## config.mk

```make
export PLATFORM = sky130hd
export DESIGN_NAME = l1d_access_top
export DESIGN_NICKNAME = d
export VERILOG_FILES = /design/src/verilog/l1d_access_pkg.sv /design/src/verilog/l1d_rd_if.sv /design/src/verilog/l1d_wr_if.sv /design/src/verilog/l1d_tag_data_array.sv /design/src/verilog/l1d_dcache.sv /design/src/verilog/l1d_ptw_access.sv /design/src/verilog/l1d_snoop_port.sv /design/src/verilog/l1d_access_top.sv
export SDC_FILE = /design/constraint.sdc
export NUM_CORES = 2
export LEC_CHECK = 0
export BUFFER_PORTS_ARGS = -buffer_cell sky130_fd_sc_hd__buf_2
export CAP_MARGIN = 40
export CORE_UTILIZATION = 30
export DETAILED_ROUTE_END_ITERATION = 8
export HOLD_SLACK_MARGIN = 0.08
export REMOVE_ABC_BUFFERS = 1
export SLEW_MARGIN = 20
export SYNTH_ARGS = -nofsm -noshare
export SYNTH_HDL_FRONTEND = slang
export SYNTH_SLANG_ARGS = --single-unit
```

## constraint.sdc

```tcl
create_clock -name i_clk -period 1.75 [get_ports i_clk]
set_input_delay 0.175 -clock i_clk [delete_from_list [all_inputs] [get_ports i_clk]]
set_output_delay 0.175 -clock i_clk [all_outputs]
set_load 0.01 [all_outputs]
```

## src/verilog/l1d_access_pkg.sv

```systemverilog
package l1d_access_pkg;

  // Address split: tag | index | offset
  localparam int PADDR_W    = 12;
  localparam int LINE_W     = 128;
  localparam int LINE_B_W   = LINE_W / 8;
  localparam int XLEN_W     = 32;
  localparam int OFFSET_W   = 4;
  localparam int INDEX_W    = 3;
  localparam int TAG_W      = PADDR_W - INDEX_W - OFFSET_W;
  localparam int WAYS       = 2;
  localparam int SETS       = 1 << INDEX_W;
  localparam int WORD_SEL_W = 2;

  typedef logic [PADDR_W-1:0] paddr_t;
  typedef logic [LINE_W-1:0]  line_t;
  typedef logic [WAYS-1:0]    way_oh_t;

  typedef enum logic [1:0] {
    STATUS_NONE         = 2'd0,
    STATUS_HIT          = 2'd1,
    STATUS_MISS         = 2'd2,
    STATUS_L1D_CONFLICT = 2'd3
  } l1d_status_t;

  typedef enum logic {
    SNOOP_READ    = 1'b0,
    SNOOP_INVALID = 1'b1
  } snoop_cmd_t;

  // Stage-1 flags to status, conflict first
  function automatic l1d_status_t encode_status(input logic conflict, input logic hit,
                                                input logic miss);
    if (conflict) return STATUS_L1D_CONFLICT;
    if (hit) return STATUS_HIT;
    if (miss) return STATUS_MISS;
    return STATUS_NONE;
  endfunction

endpackage

```

## src/verilog/l1d_rd_if.sv

```systemverilog
`timescale 1ns/10ps

interface l1d_rd_if
  import l1d_access_pkg::*;
();

  // Stage 0 request
  logic    s0_valid;
  paddr_t  s0_paddr;

  // Stage 1 result, one cycle after the request
  logic    s1_conflict;
  logic    s1_hit;
  logic    s1_miss;
  way_oh_t s1_hit_way;
  line_t   s1_data;

  modport master (
    output s0_valid, s0_paddr,
    input  s1_conflict, s1_hit, s1_miss, s1_hit_way, s1_data
  );

  modport slave (
    input  s0_valid, s0_paddr,
    output s1_conflict, s1_hit, s1_miss, s1_hit_way, s1_data
  );

endinterface

```

## src/verilog/l1d_wr_if.sv

```systemverilog
`timescale 1ns/10ps

interface l1d_wr_if
  import l1d_access_pkg::*;
();

  logic    s0_valid;
  way_oh_t s0_way;
  paddr_t  s0_paddr;
  line_t   s0_data;
  // Cleared for an invalidate
  logic    s0_line_valid;

  modport master (output s0_valid, s0_way, s0_paddr, s0_data, s0_line_valid);

  modport slave (input s0_valid, s0_way, s0_paddr, s0_data, s0_line_valid);

endinterface

```

## src/verilog/l1d_tag_data_array.sv

```systemverilog
`timescale 1ns/10ps

module l1d_tag_data_array
  import l1d_access_pkg::*;
(
  input  logic    i_clk,
  input  logic    i_reset_n,
  input  logic    i_rd_valid,
  input  paddr_t  i_rd_paddr,
  input  logic    i_wr_valid,
  input  way_oh_t i_wr_way,
  input  paddr_t  i_wr_paddr,
  input  line_t   i_wr_data,
  input  logic    i_wr_line_valid,
  output logic    o_rd_hit,
  output way_oh_t o_rd_hit_way,
  output line_t   o_rd_line
);

  logic [WAYS-1:0][SETS-1:0] r_valid;
  logic [TAG_W-1:0]          r_tag  [WAYS][SETS];
  line_t                     r_data [WAYS][SETS];

  logic [INDEX_W-1:0] w_rd_index;
  logic [INDEX_W-1:0] w_wr_index;
  logic [TAG_W-1:0]   w_rd_tag;
  way_oh_t            w_hit_vec;
  line_t              w_hit_line;
  way_oh_t            r_hit_way;
  line_t              r_line;

  assign w_rd_index = i_rd_paddr[OFFSET_W +: INDEX_W];
  assign w_rd_tag   = i_rd_paddr[PADDR_W-1 -: TAG_W];
  assign w_wr_index = i_wr_paddr[OFFSET_W +: INDEX_W];

  // Tag compare in both ways, then pick the hit line
  always_comb begin
    w_hit_line = '0;
    for (int w = 0; w < WAYS; w++) begin
      w_hit_vec[w] = r_valid[w][w_rd_index] & (r_tag[w][w_rd_index] == w_rd_tag);
      if (w_hit_vec[w]) begin
        w_hit_line = w_hit_line | r_data[w][w_rd_index];
      end
    end
  end

  always_ff @(posedge i_clk or negedge i_reset_n) begin
    if (!i_reset_n) begin
      r_valid   <= '0;
      r_hit_way <= '0;
    end else begin
      for (int w = 0; w < WAYS; w++) begin
        if (i_wr_valid && i_wr_way[w]) begin
          r_valid[w][w_wr_index] <= i_wr_line_valid;
        end
      end
      r_hit_way <= i_rd_valid ? w_hit_vec : '0;
    end
  end

  always_ff @(posedge i_clk) begin
    for (int w = 0; w < WAYS; w++) begin
      if (i_wr_valid && i_wr_way[w]) begin
        r_tag[w][w_wr_index]  <= i_wr_paddr[PADDR_W-1 -: TAG_W];
        r_data[w][w_wr_index] <= i_wr_data;
      end
    end
    r_line <= w_hit_line;
  end

  assign o_rd_hit     = |r_hit_way;
  assign o_rd_hit_way = r_hit_way;
  assign o_rd_line    = r_line;

endmodule

```

## src/verilog/l1d_dcache.sv

```systemverilog
`timescale 1ns/10ps

module l1d_dcache
  import l1d_access_pkg::*;
(
  input  logic     i_clk,
  input  logic     i_reset_n,
  l1d_rd_if.slave  snoop_rd,
  l1d_rd_if.slave  ptw_rd,
  l1d_wr_if.slave  snoop_wr,
  input  logic     i_fill_valid,
  input  paddr_t   i_fill_paddr,
  input  way_oh_t  i_fill_way,
  input  line_t    i_fill_data,
  output logic     o_fill_ready
);

  logic    w_snoop_req;
  logic    w_fill_grant;
  logic    w_ptw_grant;
  logic    r_snoop_rd_grant;
  logic    r_ptw_rd_grant;
  logic    r_ptw_conflict;
  logic    w_rd_hit;
  way_oh_t w_rd_hit_way;
  line_t   w_rd_line;

  // -----------------------------------------------
  // Grant: snoop, then fill, then page walk
  // -----------------------------------------------
  assign w_snoop_req  = snoop_rd.s0_valid | snoop_wr.s0_valid;
  assign o_fill_ready = ~w_snoop_req;
  assign w_fill_grant = i_fill_valid & ~w_snoop_req;
  assign w_ptw_grant  = ptw_rd.s0_valid & ~w_snoop_req & ~i_fill_valid;

  always_ff @(posedge i_clk or negedge i_reset_n) begin
    if (!i_reset_n) begin
      r_snoop_rd_grant <= 1'b0;
      r_ptw_rd_grant   <= 1'b0;
      r_ptw_conflict   <= 1'b0;
    end else begin
      r_snoop_rd_grant <= snoop_rd.s0_valid;
      r_ptw_rd_grant   <= w_ptw_grant;
      r_ptw_conflict   <= ptw_rd.s0_valid & ~w_ptw_grant;
    end
  end

  l1d_tag_data_array u_array (
    .i_clk          (i_clk),
    .i_reset_n      (i_reset_n),
    .i_rd_valid     (snoop_rd.s0_valid | w_ptw_grant),
    .i_rd_paddr     (snoop_rd.s0_valid ? snoop_rd.s0_paddr : ptw_rd.s0_paddr),
    .i_wr_valid     (snoop_wr.s0_valid | w_fill_grant),
    .i_wr_way       (snoop_wr.s0_valid ? snoop_wr.s0_way : i_fill_way),
    .i_wr_paddr     (snoop_wr.s0_valid ? snoop_wr.s0_paddr : i_fill_paddr),
    .i_wr_data      (snoop_wr.s0_valid ? snoop_wr.s0_data : i_fill_data),
    .i_wr_line_valid(snoop_wr.s0_valid ? snoop_wr.s0_line_valid : 1'b1),
    .o_rd_hit       (w_rd_hit),
    .o_rd_hit_way   (w_rd_hit_way),
    .o_rd_line      (w_rd_line)
  );

  // -----------------------------------------------
  // Stage 1 result to the granted reader
  // -----------------------------------------------
  // Snoop never loses arbitration
  assign snoop_rd.s1_conflict = 1'b0;
  assign snoop_rd.s1_hit      = r_snoop_rd_grant & w_rd_hit;
  assign snoop_rd.s1_miss     = r_snoop_rd_grant & ~w_rd_hit;
  assign snoop_rd.s1_hit_way  = r_snoop_rd_grant ? w_rd_hit_way : '0;
  assign snoop_rd.s1_data     = w_rd_line;

  assign ptw_rd.s1_conflict = r_ptw_conflict;
  assign ptw_rd.s1_hit      = r_ptw_rd_grant & w_rd_hit;
  assign ptw_rd.s1_miss     = r_ptw_rd_grant & ~w_rd_hit;
  assign ptw_rd.s1_hit_way  = r_ptw_rd_grant ? w_rd_hit_way : '0;
  assign ptw_rd.s1_data     = w_rd_line;

endmodule

```

## src/verilog/l1d_ptw_access.sv

```systemverilog
`timescale 1ns/10ps

module l1d_ptw_access
  import l1d_access_pkg::*;
(
  input  logic             i_clk,
  input  logic             i_reset_n,
  input  logic             i_req_valid,
  input  paddr_t           i_paddr,
  output logic             o_resp_valid,
  output l1d_status_t      o_status,
  output logic [XLEN_W-1:0] o_data,
  l1d_rd_if.master         rd
);

  logic                  r_resp_valid;
  logic [WORD_SEL_W-1:0] r_word_sel;

  assign rd.s0_valid = i_req_valid;
  assign rd.s0_paddr = i_paddr;

  always_ff @(posedge i_clk or negedge i_reset_n) begin
    if (!i_reset_n) begin
      r_resp_valid <= 1'b0;
    end else begin
      r_resp_valid <= i_req_valid;
    end
  end

  // Word position in the line, bits just above the byte-in-word offset
  always_ff @(posedge i_clk) begin
    r_word_sel <= i_paddr[OFFSET_W-WORD_SEL_W +: WORD_SEL_W];
  end

  assign o_resp_valid = r_resp_valid;
  assign o_status     = encode_status(rd.s1_conflict, rd.s1_hit, rd.s1_miss);
  assign o_data       = rd.s1_data[r_word_sel * XLEN_W +: XLEN_W];

endmodule

```

## src/verilog/l1d_snoop_port.sv

```systemverilog
`timescale 1ns/10ps

module l1d_snoop_port
  import l1d_access_pkg::*;
(
  input  logic                i_clk,
  input  logic                i_reset_n,
  input  logic                i_req_valid,
  input  snoop_cmd_t          i_cmd,
  input  paddr_t              i_paddr,
  input  way_oh_t             i_ways,
  output logic                o_resp_valid,
  output l1d_status_t         o_status,
  output way_oh_t             o_ways,
  output logic [LINE_B_W-1:0] o_be,
  output line_t               o_data,
  l1d_rd_if.master            rd,
  l1d_wr_if.master            wr
);

  logic r_resp_valid;

  // -----------------------------------------------
  // Request split by command
  // -----------------------------------------------
  assign rd.s0_valid = i_req_valid & (i_cmd == SNOOP_READ);
  assign rd.s0_paddr = i_paddr;

  // Invalidate writes the named ways with the valid bit cleared
  assign wr.s0_valid      = i_req_valid & (i_cmd == SNOOP_INVALID);
  assign wr.s0_way        = i_ways;
  assign wr.s0_paddr      = i_paddr;
  assign wr.s0_data       = '0;
  assign wr.s0_line_valid = 1'b0;

  always_ff @(posedge i_clk or negedge i_reset_n) begin
    if (!i_reset_n) begin
      r_resp_valid <= 1'b0;
    end else begin
      r_resp_valid <= i_req_valid;
    end
  end

  // Response, NONE for an invalidate since no flag is set
  assign o_resp_valid = r_resp_valid;
  assign o_status     = encode_status(rd.s1_conflict, rd.s1_hit, rd.s1_miss);
  assign o_ways       = rd.s1_hit_way;
  assign o_be         = rd.s1_hit ? {LINE_B_W{1'b1}} : {LINE_B_W{1'b0}};
  assign o_data       = rd.s1_data;

endmodule

```

## src/verilog/l1d_access_top.sv

```systemverilog
`timescale 1ns/10ps

module l1d_access_top
  import l1d_access_pkg::*;
(
  input  logic                i_clk,
  input  logic                i_reset_n,

  // Page-table walk access
  input  logic                i_ptw_req_valid,
  input  paddr_t              i_ptw_paddr,
  output logic                o_ptw_resp_valid,
  output l1d_status_t         o_ptw_status,
  output logic [XLEN_W-1:0]   o_ptw_data,

  // Coherence snoop
  input  logic                i_snoop_req_valid,
  input  snoop_cmd_t          i_snoop_cmd,
  input  paddr_t              i_snoop_paddr,
  input  way_oh_t             i_snoop_ways,
  output logic                o_snoop_resp_valid,
  output l1d_status_t         o_snoop_status,
  output way_oh_t             o_snoop_ways,
  output logic [LINE_B_W-1:0] o_snoop_be,
  output line_t               o_snoop_data,

  // Line fill
  input  logic                i_fill_valid,
  input  paddr_t              i_fill_paddr,
  input  way_oh_t             i_fill_way,
  input  line_t               i_fill_data,
  output logic                o_fill_ready
);

  l1d_rd_if w_ptw_rd_if ();
  l1d_rd_if w_snoop_rd_if ();
  l1d_wr_if w_snoop_wr_if ();

  // -----------------------------------------------
  // Side doors
  // -----------------------------------------------
  l1d_ptw_access u_ptw_access (
    .i_clk       (i_clk),
    .i_reset_n   (i_reset_n),
    .i_req_valid (i_ptw_req_valid),
    .i_paddr     (i_ptw_paddr),
    .o_resp_valid(o_ptw_resp_valid),
    .o_status    (o_ptw_status),
    .o_data      (o_ptw_data),
    .rd          (w_ptw_rd_if)
  );

  l1d_snoop_port u_snoop_port (
    .i_clk       (i_clk),
    .i_reset_n   (i_reset_n),
    .i_req_valid (i_snoop_req_valid),
    .i_cmd       (i_snoop_cmd),
    .i_paddr     (i_snoop_paddr),
    .i_ways      (i_snoop_ways),
    .o_resp_valid(o_snoop_resp_valid),
    .o_status    (o_snoop_status),
    .o_ways      (o_snoop_ways),
    .o_be        (o_snoop_be),
    .o_data      (o_snoop_data),
    .rd          (w_snoop_rd_if),
    .wr          (w_snoop_wr_if)
  );

  // -----------------------------------------------
  // Data cache
  // -----------------------------------------------
  l1d_dcache u_dcache (
    .i_clk       (i_clk),
    .i_reset_n   (i_reset_n),
    .snoop_rd    (w_snoop_rd_if),
    .ptw_rd      (w_ptw_rd_if),
    .snoop_wr    (w_snoop_wr_if),
    .i_fill_valid(i_fill_valid),
    .i_fill_paddr(i_fill_paddr),
    .i_fill_way  (i_fill_way),
    .i_fill_data (i_fill_data),
    .o_fill_ready(o_fill_ready)
  );

endmodule

```

==> impl_metrics.tcl <==
set metrics [dict create \
    drv_cap 0 \
    yosys.area_share.simple_pct 15.1 \
    drc 108 \
    num_rows 199 \
    dp.cells 10980 \
    via_count 58304 \
    finalPower_mw 123 \
    fmax_mhz 406 \
    end_kind "output port" \
    cts.sinks 2281 \
    vias_per_cell 5.02 \
    irDropWorstVdd_uv 856 \
    synthXorXnorAreaFrac_pct 0.0593 \
    worstPathRequired_ps 1570 \
    ff2ff_setup_slack_ps -670 \
    crit_start "u_ptw_access.r_word_sel[0]" \
    rr_worst_depth 13 \
    crit_type "reg2out" \
    synth_common_cells "edfxtp_1, nand2_1, nand3_1" \
    crit_fanout 8 \
    io_pins 359 \
    fp.dieH_um 545 \
    htree_levels 4 \
    final_design_area_no_fill_um2 113000 \
    wl_per_cell_um 22.7 \
    dieArea_um2 298000 \
    status "complete, but fails checks" \
    synthArstFlopShare_pct 1.01 \
    synth.area.top_cells "edfxtp_1, nand2_1, nand3_1" \
    finalSetupViolations 184 \
    core_um2 294000 \
    finalCriticalPeriod_ps 2460 \
    dp_slack_ps -1330 \
    grt_max_degree 105 \
    endpoint "o_ptw_data[22]" \
    fin_ws_ps -710 \
    clk_pin_slew_ps 60 \
    ys_seq_area_share_pct 75.7 \
    fin_tns_setup_ps -99180 \
    drtIter0Drc 5959 \
    syn_area_per_cell_um2 13.3 \
    die_x_um 545 \
    dpl-instance-area_um2 102000 \
    multi_input_area_um2 20800 \
    holdPathStages 6 \
    hold_class "in2reg" \
    clk_latency_ps 900 \
    cts_tree "done" \
    synth_edf_count 2128 \
    finalWirelength_um 263000 \
    p_leak_nw 39.7 \
    stdcell_count 11606 \
    fin_util_pct 38.5 \
    synth_fa_ha_area_share_pct 0 \
    final_hold_viol_count 0 \
    io_buffers 348 \
    dr.pass1.iters 8 \
    track_usage_pct 17.1 \
    syn_area_um2 88600 \
    yosysTopAreaCell "edfxtp_1" \
    seq_area_um2 67200 \
    critPathLaunchType "flop" \
    grt.overflow.total 0 \
    yosys_register_bits 2281 \
    fillCellCount 27356 \
    r2r-end "u_dcache.u_array.o_rd_line[71]" \
    root_buffer "clkbuf_16" \
    r2r-start "u_dcache.u_array.r_tag[0][17]" \
    worst_slew_pin_slew_ps 649 \
    yosysWarnings 0 \
    finClkSkew_ps 76.6 \
    cts_buffers 234 \
    drv_slew 0 \
    place_congestion 0.811 \
    synth-compound-area-share_pct 5.66 \
    antenna_left 0 \
    yosysMostFrequentCell "edfxtp_1" \
    rsz0062_at_grt "true" \
    final_nets 7659 \
    drive_above_1_share_pct 20.4 \
    hold_ws_ps 159 \
    start_util_pct 30.2 \
    violations "DRC, setup timing" \
    cts_buffer_depth 4 \
    antenna_found_initial 11 \
    yosys-mux-area-fraction_pct 1.18 \
    slew_headroom_pct 56.7 \
    area_delta_synth_final_pct 27.5 \
    pwr_density_cell_nw_per_um2 1090 \
    finalCritPeriodShare_pct 141 \
    synth_top_family_by_area "simple AND/OR/NAND/NOR gates" \
    worstPathArrival_ps 2290 \
    postSynthCellCount 6637 \
    grt_pass1_wl_um 384000 \
    synth.distinct_cells 44 \
    grt_pass1_vias 56931 \
    dpl.hpwl_um 156000 \
    synth_flop_cell "edfxtp_1" \
    synth_top_cell_area_share_pct 72.1 \
]
-- what timing repair did --
action	in CTS	in global routing
endpoints found under the setup margin	246	189
resized for setup	292	76
pin swaps	105	25
hold buffers	157	0
endpoints found under the hold margin	2166	0
setup buffers	23	9
gates cloned	19	2
-- cells in the final DEF (no fill, tap or decap), types with 19 or more instances in the layout --
cell type,synthesis,routed
and2_1,133,129
nand3_1,529,529
clkinv_2,0,44
edfxtp_1,2128,2128
buf_4,17,225
buf_6,0,43
dlygate4sd3_1,0,156
buf_2,94,316
buf_12,0,331
o22ai_2,0,95
clkinv_1,0,23
and3_1,260,260
a31oi_1,260,259
nor2_1,35,25
clkbuf_16,0,237
clkbuf_1,352,65
dfxtp_2,0,57
a311oi_1,256,256
mux4_2,36,36
mux2i_1,19,19
dfrtp_1,23,21
nand2_1,2123,2121
dfxtp_1,130,64
o22ai_4,0,33
-- flip-flops by register name, indices dropped and copies added, names as in the netlist --
register                       count
u_ptw_access.r_word_sel            2
u_dcache.u_array.r_data         2048
u_ptw_access.o_resp_valid          1
u_dcache.u_array.o_rd_hit_way      2
u_dcache.u_array.o_rd_line       128
u_snoop_port.o_resp_valid          1
u_dcache.u_array.r_valid          16
u_dcache.u_array.r_tag            80
u_dcache.r_ptw_rd_grant            1
u_dcache.r_snoop_rd_grant          1
u_dcache.ptw_rd.s1_conflict        1
-- how the worst min path moves through the flow --
stage / from / endpoint
2_1_floorplan: i_reset_n / u_dcache.ptw_rd.s1_conflict
3_3_place_gp: i_reset_n / u_snoop_port.o_resp_valid
3_5_place_dp: i_reset_n / u_snoop_port.o_resp_valid
4_1_cts: i_ptw_paddr[6] / u_dcache.u_array.o_rd_line[111]
5_1_grt: i_ptw_paddr[6] / u_dcache.u_array.o_rd_line[111]
6_report: i_snoop_cmd / u_dcache.u_array.r_valid[6]
-- cells by family after synthesis --
kind of cell / after synthesis
mux: 59
xor+xnor: 6
flops: 2281
compound gates: 692
buf+inv: 489
simple gates: 3110
-- where the power goes --
part | total, mW | leakage (nW) | internal, mW | switching [mW]
Combinational | 12.2 | 16.7 | 4.73 | 7.51
Clock | 49.1 | 3.67 | 28.1 | 21.0
Sequential | 62.1 | 19.4 | 61.4 | 0.654
-- layout make-up --
class / instances / share of cell area [%]
inverters: 7 / 0.0233
clock buffers: 318 / 5.64
repair buffers: 1092 / 11.0
multi-input cells: 3869 / 18.5
clock inverters: 114 / 1.02
flip-flops and latches: 2281 / 59.5
diodes: 6 / 0.0133
well taps: 3919 / 4.34
-- critical path, cell delays in order (launching register included) --
cell and delay (ps):
dfxtp_4 400, buf_16 170, mux4_2 570, buf_6 140
-- metal layers --
| layer | track usage, % | wire length, um |
|---|---|---|
| met4 | 4.28 | 5650 |
| met3 | 1.98 | 16800 |
| met1 | 24.8 | 119000 |
| met5 | 0 | 13 |
| met2 | 27.1 | 121000 |
(Power assumes the default switching activity.)
